$ cat src/common/mem_pkg.sv
package mem_pkg;

    // cpu side
    localparam int ADDR_W = 32;
    localparam int WORD_W = 32;
    localparam int MASK_W = WORD_W / 8;    // byte enables per word

    // line side
    localparam int LINE_W = 256;
    localparam int OFFSET_W = $clog2(LINE_W / 8);    // byte offset in a line

    // external bus
    localparam int BURST_W = 64;
    localparam int BURSTS_PER_LINE = LINE_W / BURST_W;

    typedef logic [ADDR_W-1:0] addr_t;
    typedef logic [WORD_W-1:0] word_t;
    typedef logic [LINE_W-1:0] line_t;
    typedef logic [BURST_W-1:0] burst_t;

endpackage

$ cat src/hw/cacheline_adaptor.sv
`timescale 1ns/1ps

module cacheline_adaptor (
    input  logic            clk,
    input  logic            rst,
    input  logic            read_i,
    input  logic            write_i,
    input  mem_pkg::addr_t  addr_i,
    input  mem_pkg::line_t  line_i,
    output mem_pkg::line_t  line_o,
    output logic            resp_o,
    output mem_pkg::addr_t  bmem_addr_o,
    output logic            bmem_read_o,
    output logic            bmem_write_o,
    output mem_pkg::burst_t bmem_wdata_o,
    input  mem_pkg::burst_t bmem_rdata_i,
    input  logic            bmem_resp_i
);
    import mem_pkg::*;

    localparam int BEAT_W = $clog2(BURSTS_PER_LINE);

    typedef enum logic [1:0] {
        S_IDLE,
        S_BUSY,    // bursts on the bus
        S_DONE     // resp to the line side
    } state_e;

    state_e            state_q;
    logic [BEAT_W-1:0] beat_q;
    logic              is_read_q;
    logic              is_write_q;
    logic              last_beat;
    addr_t             addr_q;
    line_t             line_q;

    assign last_beat = bmem_resp_i && (beat_q == BEAT_W'(BURSTS_PER_LINE - 1));

    always_ff @(posedge clk) begin
        if (rst) begin
            state_q <= S_IDLE;
            beat_q <= '0;
            is_read_q <= 1'b0;
            is_write_q <= 1'b0;
        end else begin
            case (state_q)
                S_IDLE: begin
                    if (read_i || write_i) begin
                        state_q <= S_BUSY;
                        beat_q <= '0;
                        is_read_q <= read_i;
                        is_write_q <= write_i;
                    end
                end
                S_BUSY: begin
                    if (bmem_resp_i) begin
                        beat_q <= beat_q + 1'b1;
                    end
                    if (last_beat) begin
                        state_q <= S_DONE;
                    end
                end
                default: state_q <= S_IDLE;
            endcase
        end
    end

    // one right shift per beat serves both directions
    // writes send from the low end, reads fill from the high end
    always_ff @(posedge clk) begin
        if ((state_q == S_IDLE) && (read_i || write_i)) begin
            addr_q <= {addr_i[ADDR_W-1:OFFSET_W], {OFFSET_W{1'b0}}};
            line_q <= line_i;
        end else if ((state_q == S_BUSY) && bmem_resp_i) begin
            line_q <= {bmem_rdata_i, line_q[LINE_W-1:BURST_W]};
        end
    end

    assign bmem_addr_o = addr_q;
    assign bmem_read_o = (state_q == S_BUSY) && is_read_q;
    assign bmem_write_o = (state_q == S_BUSY) && is_write_q;
    assign bmem_wdata_o = line_q[BURST_W-1:0];    // current beat

    assign line_o = line_q;
    assign resp_o = (state_q == S_DONE);

    bus_dir_excl: assert property (@(posedge clk) disable iff (rst)
        !(bmem_read_o && bmem_write_o));

endmodule

$ cat config.mk
export PLATFORM = sky130hd
export DESIGN_NAME = cacheline_adaptor
export DESIGN_NICKNAME = d
export VERILOG_FILES = /design/src/common/mem_pkg.sv /design/src/hw/cacheline_adaptor.sv
export SDC_FILE = /design/constraint.sdc
export NUM_CORES = 1
export LEC_CHECK = 0
export BUFFER_PORTS_ARGS = -buffer_cell sky130_fd_sc_hd__buf_2
export CAP_MARGIN = 0
export CORE_AREA = 4 4 272 274
export CTS_CLUSTER_DIAMETER = 100
export DETAILED_ROUTE_END_ITERATION = 16
export DIE_AREA = 0 0 276 278
export HOLD_SLACK_MARGIN = 0.03
export PLACE_DENSITY = 0.44
export RECOVER_POWER = 50
export SYNTH_ARGS = -nofsm -noshare
export SYNTH_HDL_FRONTEND = slang
export SYNTH_SLANG_ARGS = --single-unit
$ cat constraint.sdc
create_clock -name clk -period 24 [get_ports clk]
set_clock_uncertainty 0.15 [all_clocks]
set_input_delay 0 -clock clk [delete_from_list [all_inputs] [get_ports clk]]
set_output_delay 0 -clock clk [all_outputs]
set_load 0.01 [all_outputs]
==> impl_results.html <==
<table>
<tr><th>Metric</th><th>Value</th></tr>
<tr><th colspan="2">Place</th></tr>
<tr><td>Placed cells</td><td>2,234</td></tr>
<tr><td>Placed wire-length estimate after detailed placement</td><td>33,400 um</td></tr>
<tr><td>Post-place instance area</td><td>17,200 sq um</td></tr>
<tr><td>Count of input and output buffers</td><td>701</td></tr>
<tr><td>Gp weighted congestion</td><td>0.809</td></tr>
<tr><td>Worst Setup Slack post-DPL</td><td>20.12 ns</td></tr>
<tr><th colspan="2">Detailed routing</th></tr>
<tr><td>DR DRC count</td><td>0</td></tr>
<tr><td>Via density per instance</td><td>3.63</td></tr>
<tr><td>Final Routed Wirelength</td><td>47,000 um</td></tr>
<tr><td>Starting DRC count in detailed routing</td><td>364</td></tr>
<tr><td>First drt pass iteration count</td><td>4</td></tr>
<tr><td>WL/cell</td><td>17.5 um</td></tr>
<tr><td>Post-DRT Antenna Nets</td><td>0</td></tr>
<tr><td>Total via count in the routed design</td><td>9,746</td></tr>
<tr><th colspan="2">Global route</th></tr>
<tr><td>Global-route wire length before repair</td><td>68,700 um</td></tr>
<tr><td>Remaining global-route overflow</td><td>0</td></tr>
<tr><td>Largest net degree at the start of global routing</td><td>125</td></tr>
<tr><td>Antenna violations before repair</td><td>2</td></tr>
<tr><td>Gr usage total</td><td>11.5%</td></tr>
<tr><td>Via count of the first global-routing pass</td><td>10.9k</td></tr>
<tr><th colspan="2">Die</th></tr>
<tr><td>I/O Pins</td><td>712</td></tr>
<tr><td>Die Wd</td><td>276 um</td></tr>
<tr><td>Height of the die</td><td>278 um</td></tr>
<tr><td>Number of core rows</td><td>98</td></tr>
<tr><td>Die area</td><td>76,700 sq um</td></tr>
<tr><td>Area of the placeable core</td><td>71,400 sq um</td></tr>
<tr><td>Initial cell density of the core</td><td>18.8%</td></tr>
<tr><th colspan="2">Pwr</th></tr>
<tr><td>Peak supply drop</td><td>0.0493 mV</td></tr>
<tr><td>Sequential share of power</td><td>44.2%</td></tr>
<tr><td>Combinational share of power</td><td>21.7%</td></tr>
<tr><td>Sw frac</td><td>27.6%</td></tr>
<tr><td>Power per Cell Area</td><td>72.5 nW/um^2</td></tr>
<tr><td>Cell-internal power</td><td>1.13 mW</td></tr>
<tr><td>Fraction of power consumed by the clock network</td><td>34.0%</td></tr>
<tr><td>Overall power</td><td>1.57 mW</td></tr>
<tr><td>Switch Pwr</td><td>432 uW</td></tr>
<tr><td>Static leakage</td><td>8.66 nW</td></tr>
<tr><th colspan="2">Cells and area</th></tr>
<tr><td>Relative area change from synthesis to final layout</td><td>60.9%</td></tr>
<tr><td>Most common library cell in the layout ignoring fill and taps</td><td>sky130_fd_sc_hd__dlygate4sd3_1</td></tr>
<tr><td>Non-Filler Instances</td><td>2,683</td></tr>
<tr><td>Final instance area</td><td>21,600 sq um</td></tr>
<tr><td>Most frequent cells in the layout</td><td>380 x sky130_fd_sc_hd__dlygate4sd3_1, 359 x sky130_fd_sc_hd__clkbuf_1, 351 x sky130_fd_sc_hd__buf_2</td></tr>
<tr><td>Share of final-layout standard cells stronger than drive strength 1</td><td>36.9%</td></tr>
<tr><td>Number of nets in the layout</td><td>2,062</td></tr>
<tr><th colspan="2">Worst setup path</th></tr>
<tr><td>End of the worst register-to-register path</td><td>line_o[230]$_DFFE_PP_</td></tr>
<tr><td>Endpoint kind of the worst setup timing path</td><td>register</td></tr>
<tr><td>Kind of critical path</td><td>reg -&gt; reg</td></tr>
<tr><td>Critical path launch point type</td><td>register</td></tr>
<tr><td>Slack of the worst reg-to-reg path</td><td>18.53 ns</td></tr>
<tr><td>Launching element of the worst setup path</td><td>state_q[0]$_SDFFE_PP0P_</td></tr>
<tr><td>Critical R2R Launch</td><td>state_q[0]$_SDFFE_PP0P_</td></tr>
<tr><td>Critical Path Fanout Max</td><td>54</td></tr>
<tr><td>Reg2reg path depth</td><td>5</td></tr>
<tr><td>Required @ worst endpoint</td><td>24.13 ns</td></tr>
<tr><td>Data arrival time at the worst-slack endpoint</td><td>5.60 ns</td></tr>
<tr><td>Critical path destination</td><td>line_o[230]$_DFFE_PP_</td></tr>
<tr><th colspan="2">Yosys</th></tr>
<tr><td>Register area share after synthesis</td><td>64.2%</td></tr>
<tr><td>Number of enable flip-flop cells after synthesis</td><td>283</td></tr>
<tr><td>Post-synthesis simple-gate area fraction</td><td>0.755%</td></tr>
<tr><td>Synthesized-area fraction occupied by xor and xnor cells</td><td>0%</td></tr>
<tr><td>Yosys top cell by area</td><td>sky130_fd_sc_hd__edfxtp_1</td></tr>
<tr><td>Most used flip-flop cell after synthesis</td><td>sky130_fd_sc_hd__edfxtp_1</td></tr>
<tr><td>Post-synth top area share</td><td>63.3%</td></tr>
<tr><td>Synth Instances</td><td>670</td></tr>
<tr><td>Adder-cell area share of the yosys netlist</td><td>0.0932%</td></tr>
<tr><td>Warnings from Yosys</td><td>0</td></tr>
<tr><td>Combinational family with the most area after synthesis</td><td>multiplexers</td></tr>
<tr><td>Avg Inst Size Synth</td><td>20.0 sq um</td></tr>
<tr><td>Synth Area in Compound Gates</td><td>0.270%</td></tr>
<tr><td>Synthesized area</td><td>13,400 sq um</td></tr>
<tr><td>Synthesis-stage register bit count</td><td>289</td></tr>
<tr><td>Count of unique library cells instantiated by Yosys</td><td>25</td></tr>
<tr><td>Multiplexer area fraction after synthesis</td><td>27.1%</td></tr>
<tr><td>Leading cell types by total area after synthesis</td><td>sky130_fd_sc_hd__edfxtp_1 63%, sky130_fd_sc_hd__mux2_4 22%, sky130_fd_sc_hd__mux2_2 4.7%</td></tr>
<tr><td>Share of synthesized registers carrying an async set or reset</td><td>0%</td></tr>
<tr><th colspan="2">Timing</th></tr>
<tr><td>Final setup viols</td><td>0</td></tr>
<tr><td>Relative slew margins</td><td>-94.4%</td></tr>
<tr><td>Final-report max-slew violation count</td><td>99</td></tr>
<tr><td>Count of endpoints failing hold in the final timing report</td><td>0</td></tr>
<tr><td>Slew of the pin with the lowest slew margin</td><td>2.92 ns</td></tr>
<tr><td>RSZ-0062 raised after global routing</td><td>no</td></tr>
<tr><td>Tmin final</td><td>5.47 ns</td></tr>
<tr><td>Max Freq</td><td>0.183 GHz</td></tr>
<tr><td>Setup total negative slack</td><td>0 ns</td></tr>
<tr><td>Period utilisation layout</td><td>22.8%</td></tr>
<tr><td>Final setup slack of the worst path</td><td>18.53 ns</td></tr>
<tr><th colspan="2">Clock network</th></tr>
<tr><td>Clock tree root buffer cell</td><td>sky130_fd_sc_hd__clkbuf_16</td></tr>
<tr><td>Number of levels in the clock H-tree</td><td>2</td></tr>
<tr><td>Number of buffers on the longest clock path</td><td>3</td></tr>
<tr><td>CTS clk-pin slew, worst paths</td><td>0.06 ns</td></tr>
<tr><td>Number of buffers created by CTS</td><td>38</td></tr>
<tr><td>Latest clock arrival within the worst-skew pair</td><td>0.53 ns</td></tr>
<tr><td>CTS tree</td><td>done</td></tr>
<tr><td>CTS-repair resized insts</td><td>0</td></tr>
<tr><td>Clk sinks</td><td>289</td></tr>
<tr><th colspan="2">Worst hold path</th></tr>
<tr><td>Path category of the worst min-delay check</td><td>in -&gt; reg</td></tr>
<tr><td>Number of cells on the worst hold path</td><td>3</td></tr>
<tr><th colspan="2">Status</th></tr>
<tr><td>Status</td><td>finished with violations</td></tr>
<tr><td>Violated checks</td><td>max-capacitance violations, max-slew violations</td></tr>
<tr><th colspan="2">Flow run</th></tr>
<tr><td>Maximum Capacitance Violations</td><td>2</td></tr>
</table>
-- critical path, stage by stage (launching register included) --
cell and delay (ns):
sky130_fd_sc_hd__dfxtp_1 0.41, sky130_fd_sc_hd__or3_1 1.86, sky130_fd_sc_hd__buf_4 0.82, sky130_fd_sc_hd__buf_4 0.84, sky130_fd_sc_hd__mux2_2 0.41, sky130_fd_sc_hd__dlygate4sd3_1 0.55
-- registers in the layout, indices dropped and copies added, names as in the netlist --
register     count
is_write_q       1
is_read_q        1
state_q          2
bmem_addr_o     27
line_o         256
beat_q           2
-- through the flow --
stage,utilization [%],hold WS (ns)
after detailed placement,24.1,0.0283
final,30.3,0.141
after global routing,30.3,0.115
after CTS,31.0,0.0889
after floorplan,-,-0.0809
after global placement,24.1,0.0265
-- power by group through the flow --
stage          logic [mW]  clock network, mW  registers [mW]
2_1_floorplan       0.171                  0           0.747
3_3_place_gp        0.313                  0           0.699
3_5_place_dp        0.313                  0           0.700
4_1_cts             0.371              0.556           0.691
5_1_grt             0.364              0.577           0.701
6_report            0.340              0.533           0.693
-- layout make-up --
type / count / area (sq um)
well taps: 950 / 1190
clock buffers: 47 / 1010
fillers: 7424 / 49800
diodes: 1 / 2.50
repair buffers: 1088 / 6940
flip-flops and latches: 289 / 8620
multi-input cells: 285 / 3700
inverters: 2 / 7.51
clock inverters: 21 / 134
-- cells by family (layout without fill, tap and decap cells) --
| kind of cell | Yosys count | in the layout |
|---|---|---|
| fa+ha+maj | 1 | 1 |
| flops | 289 | 289 |
| buf+inv | 100 | 1158 |
| mux | 256 | 256 |
| simple gates | 17 | 17 |
| compound gates | 6 | 6 |
| other cells | 1 | 6 |
-- cells in the mapped netlist (3+ instances only) --
master	number
sky130_fd_sc_hd__a21oi_1	3
sky130_fd_sc_hd__edfxtp_1	283
sky130_fd_sc_hd__mux2_2	56
sky130_fd_sc_hd__buf_4	69
sky130_fd_sc_hd__nand2_1	4
sky130_fd_sc_hd__buf_6	4
sky130_fd_sc_hd__buf_12	20
sky130_fd_sc_hd__mux2_4	200
sky130_fd_sc_hd__dfxtp_1	6
sky130_fd_sc_hd__buf_2	3
-- what timing repair did --
action | in CTS | in global routing
hold buffers | 380 | 0
buffers inserted | 0 | 0
endpoints found under the hold margin | 289 | 0
-- layer usage --
metal	track usage, %	vias up	wire (um)
li1	-	4581	-
met4	4.25	0	1550
met2	20.8	382	24200
met3	2.90	82	2970
met1	13.1	4701	18300
met5	0	-	0
-- how the worst min path moves through the flow --
stage,from,end,slack [ns]
floorplan,rst,is_read_q$_SDFFE_PP0P_,-0.08
global placement,addr_i[24],bmem_addr_o[24]$_DFFE_PP_,0.03
detailed placement,addr_i[29],bmem_addr_o[29]$_DFFE_PP_,0.03
CTS,line_i[90],line_o[90]$_DFFE_PP_,0.09
global route,line_i[172],line_o[172]$_DFFE_PP_,0.12
finish,line_i[224],line_o[224]$_DFFE_PP_,0.14
(Power assumes the default switching activity.)
