===== src/common/mem_pkg.sv =====
package mem_pkg;

    // cpu side
    localparam int ADDR_W = 32;
    localparam int WORD_W = 32;
    localparam int MASK_W = WORD_W / 8;    // byte enables per word

    // line side
    localparam int LINE_W = 256;
    localparam int OFFSET_W = $clog2(LINE_W / 8);    // byte offset in a line

    // external bus
    localparam int BURST_W = 64;
    localparam int BURSTS_PER_LINE = LINE_W / BURST_W;

    typedef logic [ADDR_W-1:0] addr_t;
    typedef logic [WORD_W-1:0] word_t;
    typedef logic [LINE_W-1:0] line_t;
    typedef logic [BURST_W-1:0] burst_t;

endpackage


===== src/hw/mem_arbiter.sv =====
`timescale 1ns/1ps

module mem_arbiter (
    input  logic           clk,
    input  logic           rst,
    input  logic           a_read_i,
    input  logic           a_write_i,
    input  mem_pkg::addr_t a_addr_i,
    input  mem_pkg::line_t a_wdata_i,
    output mem_pkg::line_t a_rdata_o,
    output logic           a_resp_o,
    input  logic           b_read_i,
    input  logic           b_write_i,
    input  mem_pkg::addr_t b_addr_i,
    input  mem_pkg::line_t b_wdata_i,
    output mem_pkg::line_t b_rdata_o,
    output logic           b_resp_o,
    output logic           pmem_read_o,
    output logic           pmem_write_o,
    output mem_pkg::addr_t pmem_addr_o,
    output mem_pkg::line_t pmem_wdata_o,
    input  mem_pkg::line_t pmem_rdata_i,
    input  logic           pmem_resp_i
);
    import mem_pkg::*;

    typedef enum logic [1:0] {
        OWN_NONE,
        OWN_A,
        OWN_B
    } owner_e;

    owner_e owner_q;
    logic   a_req;
    logic   b_req;
    line_t  rdata_q;

    // a port in its resp cycle still shows the old request
    assign a_req = (a_read_i || a_write_i) && !a_resp_o;
    assign b_req = (b_read_i || b_write_i) && !b_resp_o;

    always_ff @(posedge clk) begin
        if (rst) begin
            owner_q <= OWN_NONE;
            pmem_read_o <= 1'b0;
            pmem_write_o <= 1'b0;
            a_resp_o <= 1'b0;
            b_resp_o <= 1'b0;
        end else begin
            a_resp_o <= 1'b0;    // single cycle pulse
            b_resp_o <= 1'b0;
            case (owner_q)
                OWN_NONE: begin
                    if (b_req) begin    // b wins a tie
                        owner_q <= OWN_B;
                        pmem_read_o <= b_read_i;
                        pmem_write_o <= b_write_i;
                    end else if (a_req) begin
                        owner_q <= OWN_A;
                        pmem_read_o <= a_read_i;
                        pmem_write_o <= a_write_i;
                    end
                end
                default: begin
                    if (pmem_resp_i) begin
                        owner_q <= OWN_NONE;
                        pmem_read_o <= 1'b0;
                        pmem_write_o <= 1'b0;
                        a_resp_o <= (owner_q == OWN_A);
                        b_resp_o <= (owner_q == OWN_B);
                    end
                end
            endcase
        end
    end

    always_ff @(posedge clk) begin
        if (owner_q == OWN_NONE) begin
            if (b_req) begin
                pmem_addr_o <= b_addr_i;
                pmem_wdata_o <= b_wdata_i;
            end else if (a_req) begin
                pmem_addr_o <= a_addr_i;
                pmem_wdata_o <= a_wdata_i;
            end
        end else if (pmem_resp_i) begin
            rdata_q <= pmem_rdata_i;
        end
    end

    // data is shared, resp tells which side it belongs to
    assign a_rdata_o = rdata_q;
    assign b_rdata_o = rdata_q;

    // the owning cache holds its request until resp
    a_owner_holds: assert property (@(posedge clk) disable iff (rst)
        (owner_q == OWN_A) |-> (a_read_i || a_write_i));
    b_owner_holds: assert property (@(posedge clk) disable iff (rst)
        (owner_q == OWN_B) |-> (b_read_i || b_write_i));

endmodule


===== config.mk =====
export PLATFORM = sky130hd
export DESIGN_NAME = mem_arbiter
export DESIGN_NICKNAME = d
export VERILOG_FILES = /design/src/common/mem_pkg.sv /design/src/hw/mem_arbiter.sv
export SDC_FILE = /design/constraint.sdc
export NUM_CORES = 1
export LEC_CHECK = 0
export BUFFER_PORTS_ARGS = -buffer_cell sky130_fd_sc_hd__buf_2
export CAP_MARGIN = 10
export CORE_AREA = 2 2 640 642
export DETAILED_ROUTE_END_ITERATION = 6
export DIE_AREA = 0 0 642 644
export HOLD_SLACK_MARGIN = 0.12
export PLACE_DENSITY_LB_ADDON = 0.05
export SETUP_SLACK_MARGIN = 0.2
export SYNTH_ARGS = -nofsm -noshare
export SYNTH_HDL_FRONTEND = slang
export SYNTH_SLANG_ARGS = --single-unit

===== constraint.sdc =====
create_clock -name clk -period 17.45 [get_ports clk]
set_input_delay 1.745 -clock clk [delete_from_list [all_inputs] [get_ports clk]]
set_output_delay 1.745 -clock clk [all_outputs]
set_load 0.05 [all_outputs]

==> flow_summary.toml, run 1 <==
[detailed_routing]
antenna_left = 0
drt-met1-wl_um = 63750
wirelength_um = 214400
dr.max_layer_used = "met5"
dr.pass1.iters = 4
route.met3.wl_um = 18680
drt_drc_violations_left = 0
iteration_0_drc_markers = 684
route.vias.total = 19920
met2_length_um = 123100
post_drt_wl_per_cell_um = 24.46
vias_per_cell = 2.272

[die]
dieWidth_um = 642
initial_utilization_pct = 5.466
fp.dieArea_sq_um = 413400
dieHeight_um = 644
io_pins = 1643
core_area_sq_um = 407500
row_count = 235

[global_route]
global_route.overflow_total = 0
initial_antenna_violation_count = 317
grt.total_usage_pct = 9.953
grt_first_pass_wirelength_um = 260500
via_count_of_the_first_global_routing_pass = 20350
grt_max_degree = 108

[critical_path]
endpoint_kind = "flip-flop"
critPathRequiredTime_ns = 17.89
cp_data_arrival_time_ns = 5.38
r2r_slack_ns = 13.11
critical_path_class = "input port to flip-flop"
critPathMaxFanout = 43
crit_path_start_kind = "input port"

[synth]
synth_seq_cells = 550
synth.yosys.warnings = 0
syn_avg_cell_area_sq_um = 12.64
synth_top_area_share_pct = 73.33
synth_top_cell_by_area = "edfxtp_1"
synthesis.area_sq_um = 22280
synth.yosys.seq_area_share_pct = 73.87
syn-num-nets = 2601
postSynthCellCount = 1762
synth_top_cells_by_area = "edfxtp_1 73%, nand2_1 15%, buf_4 8.8%, buf_6 1.2%, buf_2 0.81%"
ys_types = 22

[clock_tree]
cts_made_buffers = 96
cts.path.max_buffers = 4
cts_num_sinks = 550
clock_transition_time_at_the_flip_flop_clock_pins_of_the_worst_setup_and_hold_paths_ns = 0.05
cts_resized = 0
clock_insertion_delay_worst_skew_ns = 0.80
cts-root-buf = "clkbuf_16"
tritoncts = "built"
post-cts-setup-buffer-count = 0
holdBufCountCts = 0
htree_num_levels = 3

[pwr]
p_leak_nw = 15.94
p_per_area_nw_per_um2 = 127.7
report.power.total_mw = 4.874
worst_ir_drop_vdd_mv = 0.06800

[sta]
fmax_mhz = 202.3
rsz_0062_raised_after_global_routing = "false"
timing.final.crit_period_ns = 4.942
tightest_slew_ns = 0.9445
hold-worst-slack_ns = 0.5355
slew_violations = 0
worst_slew_margin_rel_pct = 37.03
setup_violations = 0
finalHoldViolCount = 0
timing.setup.tns_ns = 0
layout_worst_path_cycle_share_pct = 28.32
worst_clock_skew_ns = 0.03024

[run_status]
status = "finished, final reports clean"

[placed_design]
io_buffer_count = 1642
gp_congestion = 0.7691
dp_hpwl_um = 182400
number_of_placed_cells_counting_well_taps = 8554

[final_layout]
fraction_of_final_layout_cells_with_drive_strength_greater_than_1_pct = 54.60
layout_stage_area_growth_over_the_synthesis_result_pct = 71.34
finish.cell_count_without_fillers = 8767
final_net_count = 4040

[hold_path]
worstHoldPathType = "flip-flop to flip-flop"

[job]
cap_violations = 0
==> final cells by class <==
cell class,instances,area (sq um)
fillers,47550,369400
inverters,2,7.507
repair buffers,1661,8411
multi-input cells,890,3437
diodes,43,107.6
well taps,5451,6820
clock inverters,46,391.6
flip-flops and latches,550,16460
clock buffers,124,2537
==> metrics by stage <==
stage / area, sq um / worst slack, ns / util, %
detailed placement: 35130 / 11.32 / 8.621
finish: 38170 / 12.51 / 9.366
global route: 38110 / 12.13 / 9.352
floorplan: 22280 / 4.121 / -
CTS: 38060 / 12.28 / 9.339
global placement: 35130 / 11.32 / 8.621
==> state kept, by name, summed over array words and instances (netlist names) <==
name and cells:
pmem_wdata_o 256, b_resp_o 1, a_resp_o 1, a_rdata_o 256, pmem_write_o 1, pmem_read_o 1
pmem_addr_o 32, owner_q 2
==> worst max-delay path, cell delays in order <==
cell and delay (ns):
buf_2 0.13, o21ba_4 0.56, o21a_4 0.68, buf_4 0.69, buf_4 0.73, buf_4 0.70
==> layer usage <==
layer	track usage, %	vias up
met3	4.082	664
met2	20.65	1343
met5	0	-
met4	2.577	154
li1	-	8604
met1	8.499	9151
==> layout by cell type (no fill, tap or decap), drive strengths merged <==
master and n:
o21ai 1, inv 3, o21bai 1, diode 43, a32oi 1, a22oi 1, nor2b 1, or2 1
nand2 865, a21oi 3, nand2b 2, edfxtp 544, dfxtp 6, and3 2, o21ba 2, clkbuf 124
a31oi 2, o21a 1, bufinv 5, clkinv 38, nor2 5, clkinvlp 2, nor4b 2, buf 1661
==> cells by family after synthesis <==
logic type	count (synthesis)	share of synthesized area [%]
buffers and inverters	322	10.82
AOI/OAI and AO/OA	12	0.4044
DFF	550	73.87
and+or+nand+nor	878	14.91
==> final timing paths <==
check                  start              to  cells after the start
setup / recovery   b_write_i  pmem_addr_o[8]                      6
hold / removal    owner_q[0]        b_resp_o                      1
setup reg to reg  owner_q[1]  pmem_addr_o[8]                      5
hold reg to reg   owner_q[0]        b_resp_o                      1
==> synth_stat cells <==
cell type and count:
nor2b_1 1, a32oi_1 1, o21bai_1 1, or2_2 1, o21ba_2 1, o21a_1 1, o21ai_0 1, buf_4 260
and3_1 2, buf_2 36, a21oi_1 3, nand2b_1 2, edfxtp_1 544, nor2_1 5, o21ba_4 1, buf_6 24
nor4b_1 2, a22oi_1 1, inv_1 2, dfxtp_1 6, a31oi_1 2, nand2_1 865
==> where the power goes <==
group / internal, mW / total, mW / switching [mW]
sequential: 1.65 / 1.75 / 0.101
clock: 1.09 / 1.91 / 0.813
combinational: 0.214 / 1.22 / 1.01
total: 2.95 / 4.87 / 1.92
Power figures use the tool's default switching activity.
==> inputs of run 2 (changes only) <==
- clock period: 17.45 -> 4.62 ns (I/O delays scaled with it)
==> run 2 against run 1 <==
Clock skew increased by 0.0013 ns. Sequential power increased to 3.8 times the previous value. Sequential share of layout area decreased by 8.0 points. Clock power increased to 3.8 times the previous value. Largest power group unchanged. Critical endpoint is now pmem_wdata_o[152]. Flip-flop and latch count unchanged. Critical path type is now flip-flop to flip-flop. Power increased to 3.9 times the previous value. Largest cell class is now non-clock buffers.
==> flow_summary.toml, run 2 (same netlist as run 1, synthesis figures left out) <==
[clock_tree]
htree_num_levels = 3
cts_made_buffers = 98
cts.path.max_buffers = 4
cts_num_sinks = 550
clock_insertion_delay_worst_skew_ns = 0.82
cts-root-buf = "clkbuf_16"
clock_transition_time_at_the_flip_flop_clock_pins_of_the_worst_setup_and_hold_paths_ns = 0.06
tritoncts = "built"
post-cts-setup-buffer-count = 0

[die]
fp.dieArea_sq_um = 413400
row_count = 235
initial_utilization_pct = 5.466
dieWidth_um = 642
dieHeight_um = 644
core_area_sq_um = 407500
io_pins = 1643

[sta]
fmax_mhz = 347.4
worst_path_setup_slack_after_routing_ns = 1.742
finalHoldViolCount = 0
rsz_0062_raised_after_global_routing = "false"
hold-worst-slack_ns = 0.3625
worst_clock_skew_ns = 0.03151
timing.final.crit_period_ns = 2.878
slew_violations = 0
worst_slew_margin_rel_pct = 37.60
setup_violations = 0
tightest_slew_ns = 0.9360
layout_worst_path_cycle_share_pct = 62.30

[detailed_routing]
iteration_0_drc_markers = 765
dr.pass1.iters = 4
vias_per_cell = 2.351
post_drt_wl_per_cell_um = 22.38
route.vias.total = 22620
antenna_left = 0
drt_drc_violations_left = 0
wirelength_um = 215300

[final_layout]
most_common_cell_after_layout_fill_and_taps_aside = "buf_2"
final_net_count = 4898
layout_stage_area_growth_over_the_synthesis_result_pct = 110.1
finish.cell_count_without_fillers = 9620
finish.utilization_pct = 11.49
fraction_of_final_layout_cells_with_drive_strength_greater_than_1_pct = 43.91
commonest_non_fill_non_tap_cells_in_the_layout = "1642 x buf_2, 865 x nand2_1, 836 x dlygate4sd3_1"

[placed_design]
dp_hpwl_um = 184200
io_buffer_count = 1642
preCtsSetupSlack_ns = 1.874
gp_congestion = 0.7510
number_of_placed_cells_counting_well_taps = 8574

[critical_path]
crit_path_start_kind = "flip-flop"
dominant_delay_contributor_by_cell_family_on_the_critical_path = "buffers and inverters"
critPathSlowestCell = "dlygate4sd3_1"
timing.critical_path.cells = "o21ba_4 > buf_12 > buf_4 > nand2_1 > nand2_1 > dlygate4sd3_1"
endpoint_kind = "flip-flop"
critical_path_class = "flip-flop to flip-flop"
critical_path.n_buffers_inverters = 3
critPathMaxFanout = 83
critPathRequiredTime_ns = 5.27
cp_data_arrival_time_ns = 3.53
timing.critical_path.mode_cell = "nand2_1"
critical-path-max-stage-delay_ns = 0.55

[global_route]
grt_first_pass_wirelength_um = 268500
grt.total_usage_pct = 10.06
grt_max_degree = 100
global_route.overflow_total = 0
via_count_of_the_first_global_routing_pass = 24430
initial_antenna_violation_count = 175

[pwr]
worst_ir_drop_vdd_mv = 0.2447
p_per_area_nw_per_um2 = 411.2
report.power.total_mw = 19.25
p_leak_nw = 19.67

[hold_path]
worstHoldPathType = "input port to flip-flop"

[run_status]
status = "finished, final reports clean"

[job]
cap_violations = 0
run 2: cell count changes in the layout (fill, tap and decap cells not counted), sizes merged:
cell	delta
dlygate4sd3	+836
buf	+20
clkinv	-11
diode	+6
bufinv	+2
clkinvlp	-1
inv	+1
run 2: path summary, 6_finish.rpt:
check	slack, ns	cells past startpoint	end	start
setup / recovery	1.74	6	pmem_wdata_o[152]	b_resp_o
hold / removal	0.36	2	a_rdata_o[157]	pmem_rdata_i[157]
setup reg to reg	1.74	6	pmem_wdata_o[152]	b_resp_o
hold reg to reg	0.57	1	a_resp_o	owner_q[1]
run 2: what timing repair did:
action / 4_1_cts / 5_1_grt
hold endpoints to repair: 550 / 0
hold buffers: 836 / 0
resized for setup: 0 / 0
run 2: layout make-up:
type / instances / area (sq um)
multi-input combinational: 890 / 3443
clock inverter: 37 / 370.4
timing repair buffer: 2517 / 17020
antenna: 49 / 122.6
fill: 47230 / 360700
inverter: 2 / 7.507
tap: 5451 / 6820
sequential: 550 / 16460
clock buffer: 124 / 2571
run 2: metrics by stage:
step,TNS [ns],area [sq um]
CTS,0,46680
finish,0,46810
floorplan,-40.27,22290
detailed placement,0,35380
global route,0,46740
global placement,0,35380
run 2: worst register-to-register path, stage by stage (launching register included):
cell           delay [ns]
dfxtp_1              0.33
o21ba_4              0.45
buf_12               0.35
buf_4                0.83
nand2_1              0.15
nand2_1              0.07
dlygate4sd3_1        0.55
run 2: metal layers:
metal  track usage, %  share of wire (%)  vias up
li1                 -                  -    10300
met1            8.417                 30    10680
met2            21.36                 59     1138
met3            3.586                7.6      397
met4            2.896                3.4      102
met5                0               0.31        -
run 2: power by group:
group | leakage (nW) | internal, mW | switching [mW]
Combinational | 12.9 | 1.46 | 3.98
Clock | 1.43 | 4.27 | 2.94
Sequential | 5.33 | 6.22 | 0.385
Total | 19.7 | 11.9 | 7.30
