===== src/common/mem_pkg.sv =====
package mem_pkg;

    // cpu side
    localparam int ADDR_W = 32;
    localparam int WORD_W = 32;
    localparam int MASK_W = WORD_W / 8;    // byte enables per word

    // line side
    localparam int LINE_W = 256;
    localparam int OFFSET_W = $clog2(LINE_W / 8);    // byte offset in a line

    // external bus
    localparam int BURST_W = 64;
    localparam int BURSTS_PER_LINE = LINE_W / BURST_W;

    typedef logic [ADDR_W-1:0] addr_t;
    typedef logic [WORD_W-1:0] word_t;
    typedef logic [LINE_W-1:0] line_t;
    typedef logic [BURST_W-1:0] burst_t;

endpackage


===== src/cache/cache_arrays.sv =====
`timescale 1ns/1ps

module cache_arrays #(
    parameter int INDEX_W = 3
) (
    input  logic                                                  clk,
    input  logic                                                  rst,
    input  logic [INDEX_W-1:0]                                    idx_i,
    input  logic [mem_pkg::ADDR_W-mem_pkg::OFFSET_W-INDEX_W-1:0] tag_i,
    input  mem_pkg::line_t                                        line_i,
    input  logic [mem_pkg::LINE_W/8-1:0]                          line_mask_i,
    input  logic                                                  write_line_i,
    input  logic                                                  set_valid_i,
    input  logic                                                  set_dirty_i,
    input  logic                                                  clear_dirty_i,
    output logic [mem_pkg::ADDR_W-mem_pkg::OFFSET_W-INDEX_W-1:0] tag_o,
    output logic                                                  valid_o,
    output logic                                                  dirty_o,
    output mem_pkg::line_t                                        line_o
);
    import mem_pkg::*;

    localparam int SETS = 2 ** INDEX_W;
    localparam int TAG_W = ADDR_W - OFFSET_W - INDEX_W;
    localparam int BYTES = LINE_W / 8;

    logic [TAG_W-1:0] tag_mem [SETS];
    line_t            data_mem [SETS];
    logic [SETS-1:0]  valid_q;
    logic [SETS-1:0]  dirty_q;

    // read port is asynchronous on the index
    assign tag_o   = tag_mem[idx_i];
    assign valid_o = valid_q[idx_i];
    assign dirty_o = dirty_q[idx_i];
    assign line_o  = data_mem[idx_i];

    always_ff @(posedge clk) begin
        if (rst) begin
            valid_q <= '0;
            dirty_q <= '0;
        end else begin
            if (set_valid_i) begin
                valid_q[idx_i] <= 1'b1;
            end
            if (set_dirty_i) begin
                dirty_q[idx_i] <= 1'b1;
            end else if (clear_dirty_i) begin    // set wins over clear
                dirty_q[idx_i] <= 1'b0;
            end
        end
    end

    // tag is only written together with a fill
    always_ff @(posedge clk) begin
        if (set_valid_i) begin
            tag_mem[idx_i] <= tag_i;
        end
    end

    always_ff @(posedge clk) begin
        for (int b = 0; b < BYTES; b++) begin
            if (write_line_i && line_mask_i[b]) begin
                data_mem[idx_i][b*8 +: 8] <= line_i[b*8 +: 8];
            end
        end
    end

endmodule


===== src/cache/l1_cache.sv =====
`timescale 1ns/1ps

module l1_cache #(
    parameter int INDEX_W = 3
) (
    input  logic                       clk,
    input  logic                       rst,
    input  logic                       mem_read_i,
    input  logic                       mem_write_i,
    input  mem_pkg::addr_t             mem_addr_i,
    input  logic [mem_pkg::MASK_W-1:0] mem_wmask_i,
    input  mem_pkg::word_t             mem_wdata_i,
    output mem_pkg::word_t             mem_rdata_o,
    output logic                       mem_resp_o,
    output logic                       pmem_read_o,
    output logic                       pmem_write_o,
    output mem_pkg::addr_t             pmem_addr_o,
    output mem_pkg::line_t             pmem_wdata_o,
    input  mem_pkg::line_t             pmem_rdata_i,
    input  logic                       pmem_resp_i
);
    import mem_pkg::*;

    localparam int TAG_W = ADDR_W - INDEX_W - OFFSET_W;
    localparam int WORDS = LINE_W / WORD_W;
    localparam int SEL_W = $clog2(WORDS);
    localparam int BYTE_W = $clog2(MASK_W);
    localparam int LMASK_W = LINE_W / 8;

    typedef enum logic [1:0] {
        S_IDLE,         // compare tag, serve hits
        S_WRITEBACK,
        S_FILL
    } state_e;

    state_e state_q;
    state_e state_d;

    logic [TAG_W-1:0]   addr_tag;
    logic [INDEX_W-1:0] addr_idx;
    logic [SEL_W-1:0]   addr_sel;
    logic [TAG_W-1:0]   way_tag;
    logic               way_valid;
    logic               way_dirty;
    line_t              way_line;
    line_t              wr_line;
    logic [LMASK_W-1:0] wr_mask;
    logic               wr_en;
    logic               set_valid;
    logic               set_dirty;
    logic               clear_dirty;
    logic               req;
    logic               hit;
    logic               resp_q;
    word_t              rdata_q;

    assign addr_tag = mem_addr_i[ADDR_W-1 -: TAG_W];
    assign addr_idx = mem_addr_i[OFFSET_W +: INDEX_W];
    assign addr_sel = mem_addr_i[BYTE_W +: SEL_W];    // word within the line

    // request is still held during its resp cycle
    assign req = (mem_read_i || mem_write_i) && !resp_q;
    assign hit = way_valid && (way_tag == addr_tag);

    cache_arrays #(
        .INDEX_W(INDEX_W)
    ) arrays (
        .clk          (clk),
        .rst          (rst),
        .idx_i        (addr_idx),
        .tag_i        (addr_tag),
        .line_i       (wr_line),
        .line_mask_i  (wr_mask),
        .write_line_i (wr_en),
        .set_valid_i  (set_valid),
        .set_dirty_i  (set_dirty),
        .clear_dirty_i(clear_dirty),
        .tag_o        (way_tag),
        .valid_o      (way_valid),
        .dirty_o      (way_dirty),
        .line_o       (way_line)
    );

    always_comb begin
        state_d = state_q;
        wr_en = 1'b0;
        wr_line = {WORDS{mem_wdata_i}};    // word copied to every slot
        wr_mask = '0;
        set_valid = 1'b0;
        set_dirty = 1'b0;
        clear_dirty = 1'b0;
        case (state_q)
            S_IDLE: begin
                if (req && hit && mem_write_i) begin
                    wr_en = 1'b1;
                    wr_mask = LMASK_W'(mem_wmask_i) << (MASK_W * addr_sel);
                    set_dirty = 1'b1;
                end else if (req && !hit) begin
                    state_d = (way_valid && way_dirty) ? S_WRITEBACK : S_FILL;
                end
            end
            S_WRITEBACK: begin
                if (pmem_resp_i) begin
                    clear_dirty = 1'b1;
                    state_d = S_FILL;
                end
            end
            S_FILL: begin
                if (pmem_resp_i) begin
                    wr_en = 1'b1;
                    wr_line = pmem_rdata_i;
                    wr_mask = '1;
                    set_valid = 1'b1;
                    state_d = S_IDLE;    // retried as a hit
                end
            end
            default: state_d = S_IDLE;
        endcase
    end

    always_ff @(posedge clk) begin
        if (rst) begin
            state_q <= S_IDLE;
            resp_q <= 1'b0;
        end else begin
            state_q <= state_d;
            resp_q <= (state_q == S_IDLE) && req && hit;
        end
    end

    always_ff @(posedge clk) begin
        if ((state_q == S_IDLE) && req && hit) begin
            rdata_q <= way_line[addr_sel*WORD_W +: WORD_W];
        end
    end

    assign mem_resp_o = resp_q;
    assign mem_rdata_o = rdata_q;

    assign pmem_read_o = (state_q == S_FILL);
    assign pmem_write_o = (state_q == S_WRITEBACK);
    assign pmem_wdata_o = way_line;
    // victim address during writeback, requested line otherwise
    assign pmem_addr_o = (state_q == S_WRITEBACK) ? {way_tag, addr_idx, {OFFSET_W{1'b0}}}
                                                  : {addr_tag, addr_idx, {OFFSET_W{1'b0}}};

    // resp only answers a request the requester still holds
    resp_needs_req: assert property (@(posedge clk) disable iff (rst)
        mem_resp_o |-> (mem_read_i || mem_write_i));

endmodule


===== config.mk =====
export PLATFORM = sky130hd
export DESIGN_NAME = l1_cache
export DESIGN_NICKNAME = d
export VERILOG_FILES = /design/src/common/mem_pkg.sv /design/src/cache/cache_arrays.sv /design/src/cache/l1_cache.sv
export SDC_FILE = /design/constraint.sdc
export NUM_CORES = 2
export LEC_CHECK = 0
export BUFFER_PORTS_ARGS = -buffer_cell sky130_fd_sc_hd__buf_2
export CORE_MARGIN = 3
export CORE_UTILIZATION = 30
export DETAILED_ROUTE_END_ITERATION = 7
export PLACE_DENSITY = 0.44
export SLEW_MARGIN = 20
export SYNTH_ARGS = -nofsm -noshare
export SYNTH_HDL_FRONTEND = slang
export SYNTH_SLANG_ARGS = --single-unit

===== constraint.sdc =====
create_clock -name clk -period 4.6 [get_ports clk]
set_input_delay 0 -clock clk [delete_from_list [all_inputs] [get_ports clk]]
set_output_delay 0 -clock clk [all_outputs]
set_load 0.01 [all_outputs]

==> report_table.html <==
<table>
<tr><th>Metric</th><th>Value</th></tr>
<tr><th colspan="2">Outcome</th></tr>
<tr><td>Run status</td><td>finished clean</td></tr>
<tr><th colspan="2">Clocking</th></tr>
<tr><td>Clock insertion delay at the later pin of the skew report</td><td>around 900 ps</td></tr>
<tr><td>Clock buffers created by TritonCTS</td><td>roughly 260</td></tr>
<tr><td>Clock tree from TritonCTS</td><td>yes</td></tr>
<tr><td>Clock input transition at the sequential cells of the worst setup and hold paths</td><td>around 60 ps</td></tr>
<tr><td>Largest buffer count on any clock path</td><td>4</td></tr>
<tr><td>Buffer cell driving the clock tree root</td><td>clkbuf_16</td></tr>
<tr><td>Post-CTS Repair Setup Buffers</td><td>0</td></tr>
<tr><td>Clock tree sinks</td><td>between 2000 and 2500</td></tr>
<tr><td>H-tree levels</td><td>5</td></tr>
<tr><th colspan="2">Logic synthesis</th></tr>
<tr><td>Total number of yosys warnings</td><td>0</td></tr>
<tr><td>Largest cells by area after synthesis</td><td>edfxtp_1 76%, a22oi_1 5.0%, a21o_1 2.1%</td></tr>
<tr><td>Seq/Total Area, Yosys</td><td>76.3%</td></tr>
<tr><td>Largest family of logic cells by synthesized area</td><td>compound AO/OA/AOI/OAI gates</td></tr>
<tr><td>Count of distinct cell types in the synthesized netlist</td><td>58</td></tr>
<tr><td>Synthesized-area fraction occupied by ao, oa, aoi and oai cells</td><td>between 10 and 15%</td></tr>
<tr><td>Netlist area before placement</td><td>about 0.09 mm^2</td></tr>
<tr><td>Simple logic cell fraction of the synthesized area</td><td>under 10%</td></tr>
<tr><td>Register bit total from synthesis</td><td>approximately 2300</td></tr>
<tr><td>Mean area per synthesized cell</td><td>about 17 um^2</td></tr>
<tr><td>Adder and majority gate portion of the synthesized area</td><td>0%</td></tr>
<tr><td>Count of mapped cells out of synthesis</td><td>between 5000 and 6000</td></tr>
<tr><td>Area fraction of the dominant cell type after synthesis</td><td>about three quarters</td></tr>
<tr><td>XOR/XNOR share of the synthesized area</td><td>less than 1%</td></tr>
<tr><td>Mux share of post-synthesis cell area</td><td>under 10%</td></tr>
<tr><td>Proportion of synthesized flip-flops having asynchronous set or reset</td><td>0%</td></tr>
<tr><td>Main flop type after synthesis</td><td>edfxtp_1</td></tr>
<tr><td>Number of flops mapped to enable cells by yosys</td><td>about 2300</td></tr>
<tr><td>Cell type contributing the most total cell area after synthesis</td><td>edfxtp_1</td></tr>
<tr><th colspan="2">Floorplan</th></tr>
<tr><td>Die Footprint</td><td>0.306 mm^2</td></tr>
<tr><td>Initial Util</td><td>30.2%</td></tr>
<tr><td>Area inside the core boundary</td><td>0.298 mm^2</td></tr>
<tr><td>Die Span X</td><td>between 500 and 600 um</td></tr>
<tr><td>Height of the die</td><td>around 550 um</td></tr>
<tr><td>Boundary Pins</td><td>between 600 and 700</td></tr>
<tr><td>Total number of placement rows</td><td>200</td></tr>
<tr><th colspan="2">Placed design</th></tr>
<tr><td>Number of buffer cells added on primary ports</td><td>between 600 and 700</td></tr>
<tr><td>Final weighted congestion in routability-driven placement</td><td>a little under 0.9</td></tr>
<tr><td>Placed insts</td><td>approximately 10000</td></tr>
<tr><td>Hpwl dp</td><td>approximately 280000 um</td></tr>
<tr><th colspan="2">GRT</th></tr>
<tr><td>Initial antenna violation count</td><td>between 100 and 150</td></tr>
<tr><td>GRT Resource Usage Total</td><td>between 20% and 30%</td></tr>
<tr><td>Global-route track usage on met1</td><td>about 35%</td></tr>
<tr><td>Maximum number of pins on one net before global-route repair</td><td>105</td></tr>
<tr><td>Global route overflow</td><td>0</td></tr>
<tr><td>Met3 usage in global routing</td><td>just under 6%</td></tr>
<tr><td>Met2 track demand over resource</td><td>between 30% and 40%</td></tr>
<tr><td>Via count of the first global-routing pass</td><td>57885</td></tr>
<tr><td>First-pass GRT wire length</td><td>537000 um</td></tr>
<tr><td>GRT busiest layer</td><td>met2</td></tr>
<tr><th colspan="2">Final layout</th></tr>
<tr><td>Most common library cell in the layout ignoring fill and taps</td><td>edfxtp_1</td></tr>
<tr><td>NumNets Final</td><td>6943</td></tr>
<tr><td>Fill cell instance count of the final layout</td><td>27737</td></tr>
<tr><td>Post-layout instance count excluding filler cells</td><td>approximately 11000</td></tr>
<tr><td>Highest-count cells in the layout ignoring fill and taps</td><td>2272 x edfxtp_1, 640 x buf_2, 605 x a22oi_1</td></tr>
<tr><td>Synth-to-Final Area Change</td><td>25.2%</td></tr>
<tr><td>Layout cell share with drive strength beyond 1</td><td>a little over a quarter</td></tr>
<tr><th colspan="2">Timing</th></tr>
<tr><td>Unrepaired setup endpoints after global routing</td><td>no</td></tr>
<tr><td>Total setup violations reported at the end of the flow</td><td>0</td></tr>
<tr><td>Clock period minus worst slack</td><td>a little under 4000 ps</td></tr>
<tr><td>Setup Skew</td><td>approximately 67 ps</td></tr>
<tr><td>Fin. max-slew vios</td><td>0</td></tr>
<tr><td>Maximum clock rate</td><td>roughly 250 MHz</td></tr>
<tr><td>Crit share post-route</td><td>~86%</td></tr>
<tr><td>Final-layout setup total negative slack</td><td>0 ps</td></tr>
<tr><td>Worst Max-Slew Pin Slew</td><td>1240 ps</td></tr>
<tr><td>Hold Fails Final Rpt</td><td>0</td></tr>
<tr><td>Rel. slew slack</td><td>16.4%</td></tr>
<tr><th colspan="2">Critical path</th></tr>
<tr><td>Worst endpoint data arrival time</td><td>3970 ps</td></tr>
<tr><td>Endpoint kind of the worst setup timing path</td><td>output pin</td></tr>
<tr><td>FF-to-FF End</td><td>arrays.data_mem[4][90]</td></tr>
<tr><td>Worst Setup Start Kind</td><td>input port</td></tr>
<tr><td>Beginning of the worst register-to-register path</td><td>arrays.tag_mem[4][6]</td></tr>
<tr><td>Max Fanout on Critical Path</td><td>70</td></tr>
<tr><td>FF-to-FF path depth</td><td>9</td></tr>
<tr><td>Category of the most critical setup path</td><td>in -&gt; out</td></tr>
<tr><td>Register-to-Register Setup Slack</td><td>between 700 and 800 ps</td></tr>
<tr><td>Required time of the critical path</td><td>4600 ps</td></tr>
<tr><th colspan="2">Pwr</th></tr>
<tr><td>Power density cells</td><td>about 430 mW/mm^2</td></tr>
<tr><td>P_leak</td><td>slightly below 40 nW</td></tr>
<tr><td>Maximum VDD drop</td><td>0.267 mV</td></tr>
<tr><th colspan="2">Min path</th></tr>
<tr><td>Worst hold endpoint</td><td>arrays.tag_mem[4][18]</td></tr>
<tr><td>Worst hold path type</td><td>in -&gt; reg</td></tr>
<tr><td>Worst Min Path Start</td><td>mem_addr_i[26]</td></tr>
<tr><td>WHS Path Cells</td><td>2</td></tr>
<tr><th colspan="2">Detailed routing</th></tr>
<tr><td>Post-DRT Antenna Nets</td><td>0</td></tr>
<tr><td>DRT Wirelength</td><td>408000 um</td></tr>
<tr><td>Average wire per standard cell</td><td>~38 um</td></tr>
<tr><td>First-pass detailed-route iteration total</td><td>6</td></tr>
<tr><td>Starting DRC count in detailed routing</td><td>approximately 7300</td></tr>
<tr><td>Detailed-route via count</td><td>around 60000</td></tr>
<tr><td>Detailed-route DRC error count</td><td>0</td></tr>
<tr><td>Via/cell ratio</td><td>about 5.6</td></tr>
<tr><th colspan="2">Run</th></tr>
<tr><td>Max-cap violations</td><td>0</td></tr>
</table>
## cell families (layout without fill, tap and decap cells)
group | count (synthesis) | count (layout)
buffers and inverters | 444 | 1953
xor gates and xnor gates | 10 | 10
muxes | 372 | 372
AOI/OAI and AO/OA | 1579 | 1579
and+or+nand+nor | 603 | 603
DFF | 2291 | 2291
other | 1 | 61
## cells in the mapped netlist (all sizes together) (15+ instances only)
cell    count
edfxtp   2272
a22oi     605
clkbuf    359
a21oi     324
a21o      257
mux2i     191
nand4     140
nand2     129
o21ai     105
nor2      102
mux2       97
a221oi     95
mux4       84
nand3      82
buf        77
a22o       60
a222oi     48
and2       39
nor4       38
o22ai      27
a221o      25
dfxtp      19
o31ai      17
nor2b      15
## where the power goes
part           internal, mW  total, mW  switching (mW)
registers              23.5       23.5          0.0491
logic                  1.41       5.15            3.73
clock network          11.6       20.3            8.65
## what timing repair did
item	CTS	global route
hold buffers	314	0
hold endpoints to repair	2282	0
resized for setup	0	0
## final cells by class
cell class | instances | area, um^2 | share of cell area (%)
antenna | 56 | 140 | 0.124
clock buffer | 334 | 6960 | 6.18
clock inverter | 130 | 1180 | 1.05
inverter | 8 | 35.0 | 0.0311
multi-input combinational | 2569 | 19900 | 17.7
sequential | 2291 | 68600 | 60.9
tap | 3939 | 4930 | 4.38
timing repair buffer | 1481 | 10900 | 9.64
## worst max-delay path: stages
cell	delay [ps]
dlygate4sd3_1	560
buf_8	550
buf_12	320
buf_4	380
nor2b_1	670
buf_4	290
a221oi_1	110
o22ai_1	730
buf_2	270
## state kept, by name (all words and copies together) (netlist names), named ones only
register         cells
arrays.valid_q       8
state_q              2
mem_resp_o           1
arrays.tag_mem     192
mem_rdata_o         32
arrays.data_mem   2048
## worst max path at each step
| stage | startpoint | to | slack (ps) | depth (start not counted) |
|---|---|---|---|---|
| 6_report | mem_addr_i[7] | pmem_wdata_o[154] | 630 | 9 |
| 5_1_grt | mem_addr_i[7] | pmem_wdata_o[154] | 530 | 9 |
| 4_1_cts | mem_addr_i[7] | pmem_wdata_o[154] | 650 | 9 |
| 3_5_place_dp | mem_addr_i[5] | arrays.data_mem[0][206] | 350 | 10 |
| 3_3_place_gp | mem_addr_i[5] | arrays.data_mem[0][200] | 380 | 10 |
| 2_1_floorplan | mem_addr_i[7] | mem_rdata_o[0] | 690 | 11 |
## per-stage QoR
stage,hold WS (ps),power (mW),worst slack [ps],utilization (%),area (um^2)
after floorplan,91.8,25.9,689,-,90000
after global placement,312,28.8,381,34.0,101000
after detailed placement,319,28.8,347,34.0,101000
after CTS,0.0427,49.2,646,37.8,112000
after global routing,67.3,50.2,526,37.8,112000
final,61.2,49.0,629,37.8,113000
## routing by layer
metal | vias up | share of wire (%)
met5 | - | 0.058
met4 | 38 | 5.9
met3 | 667 | 9.1
met2 | 3263 | 44
met1 | 31737 | 41
li1 | 24570 | -
Power figures use the tool's default switching activity.
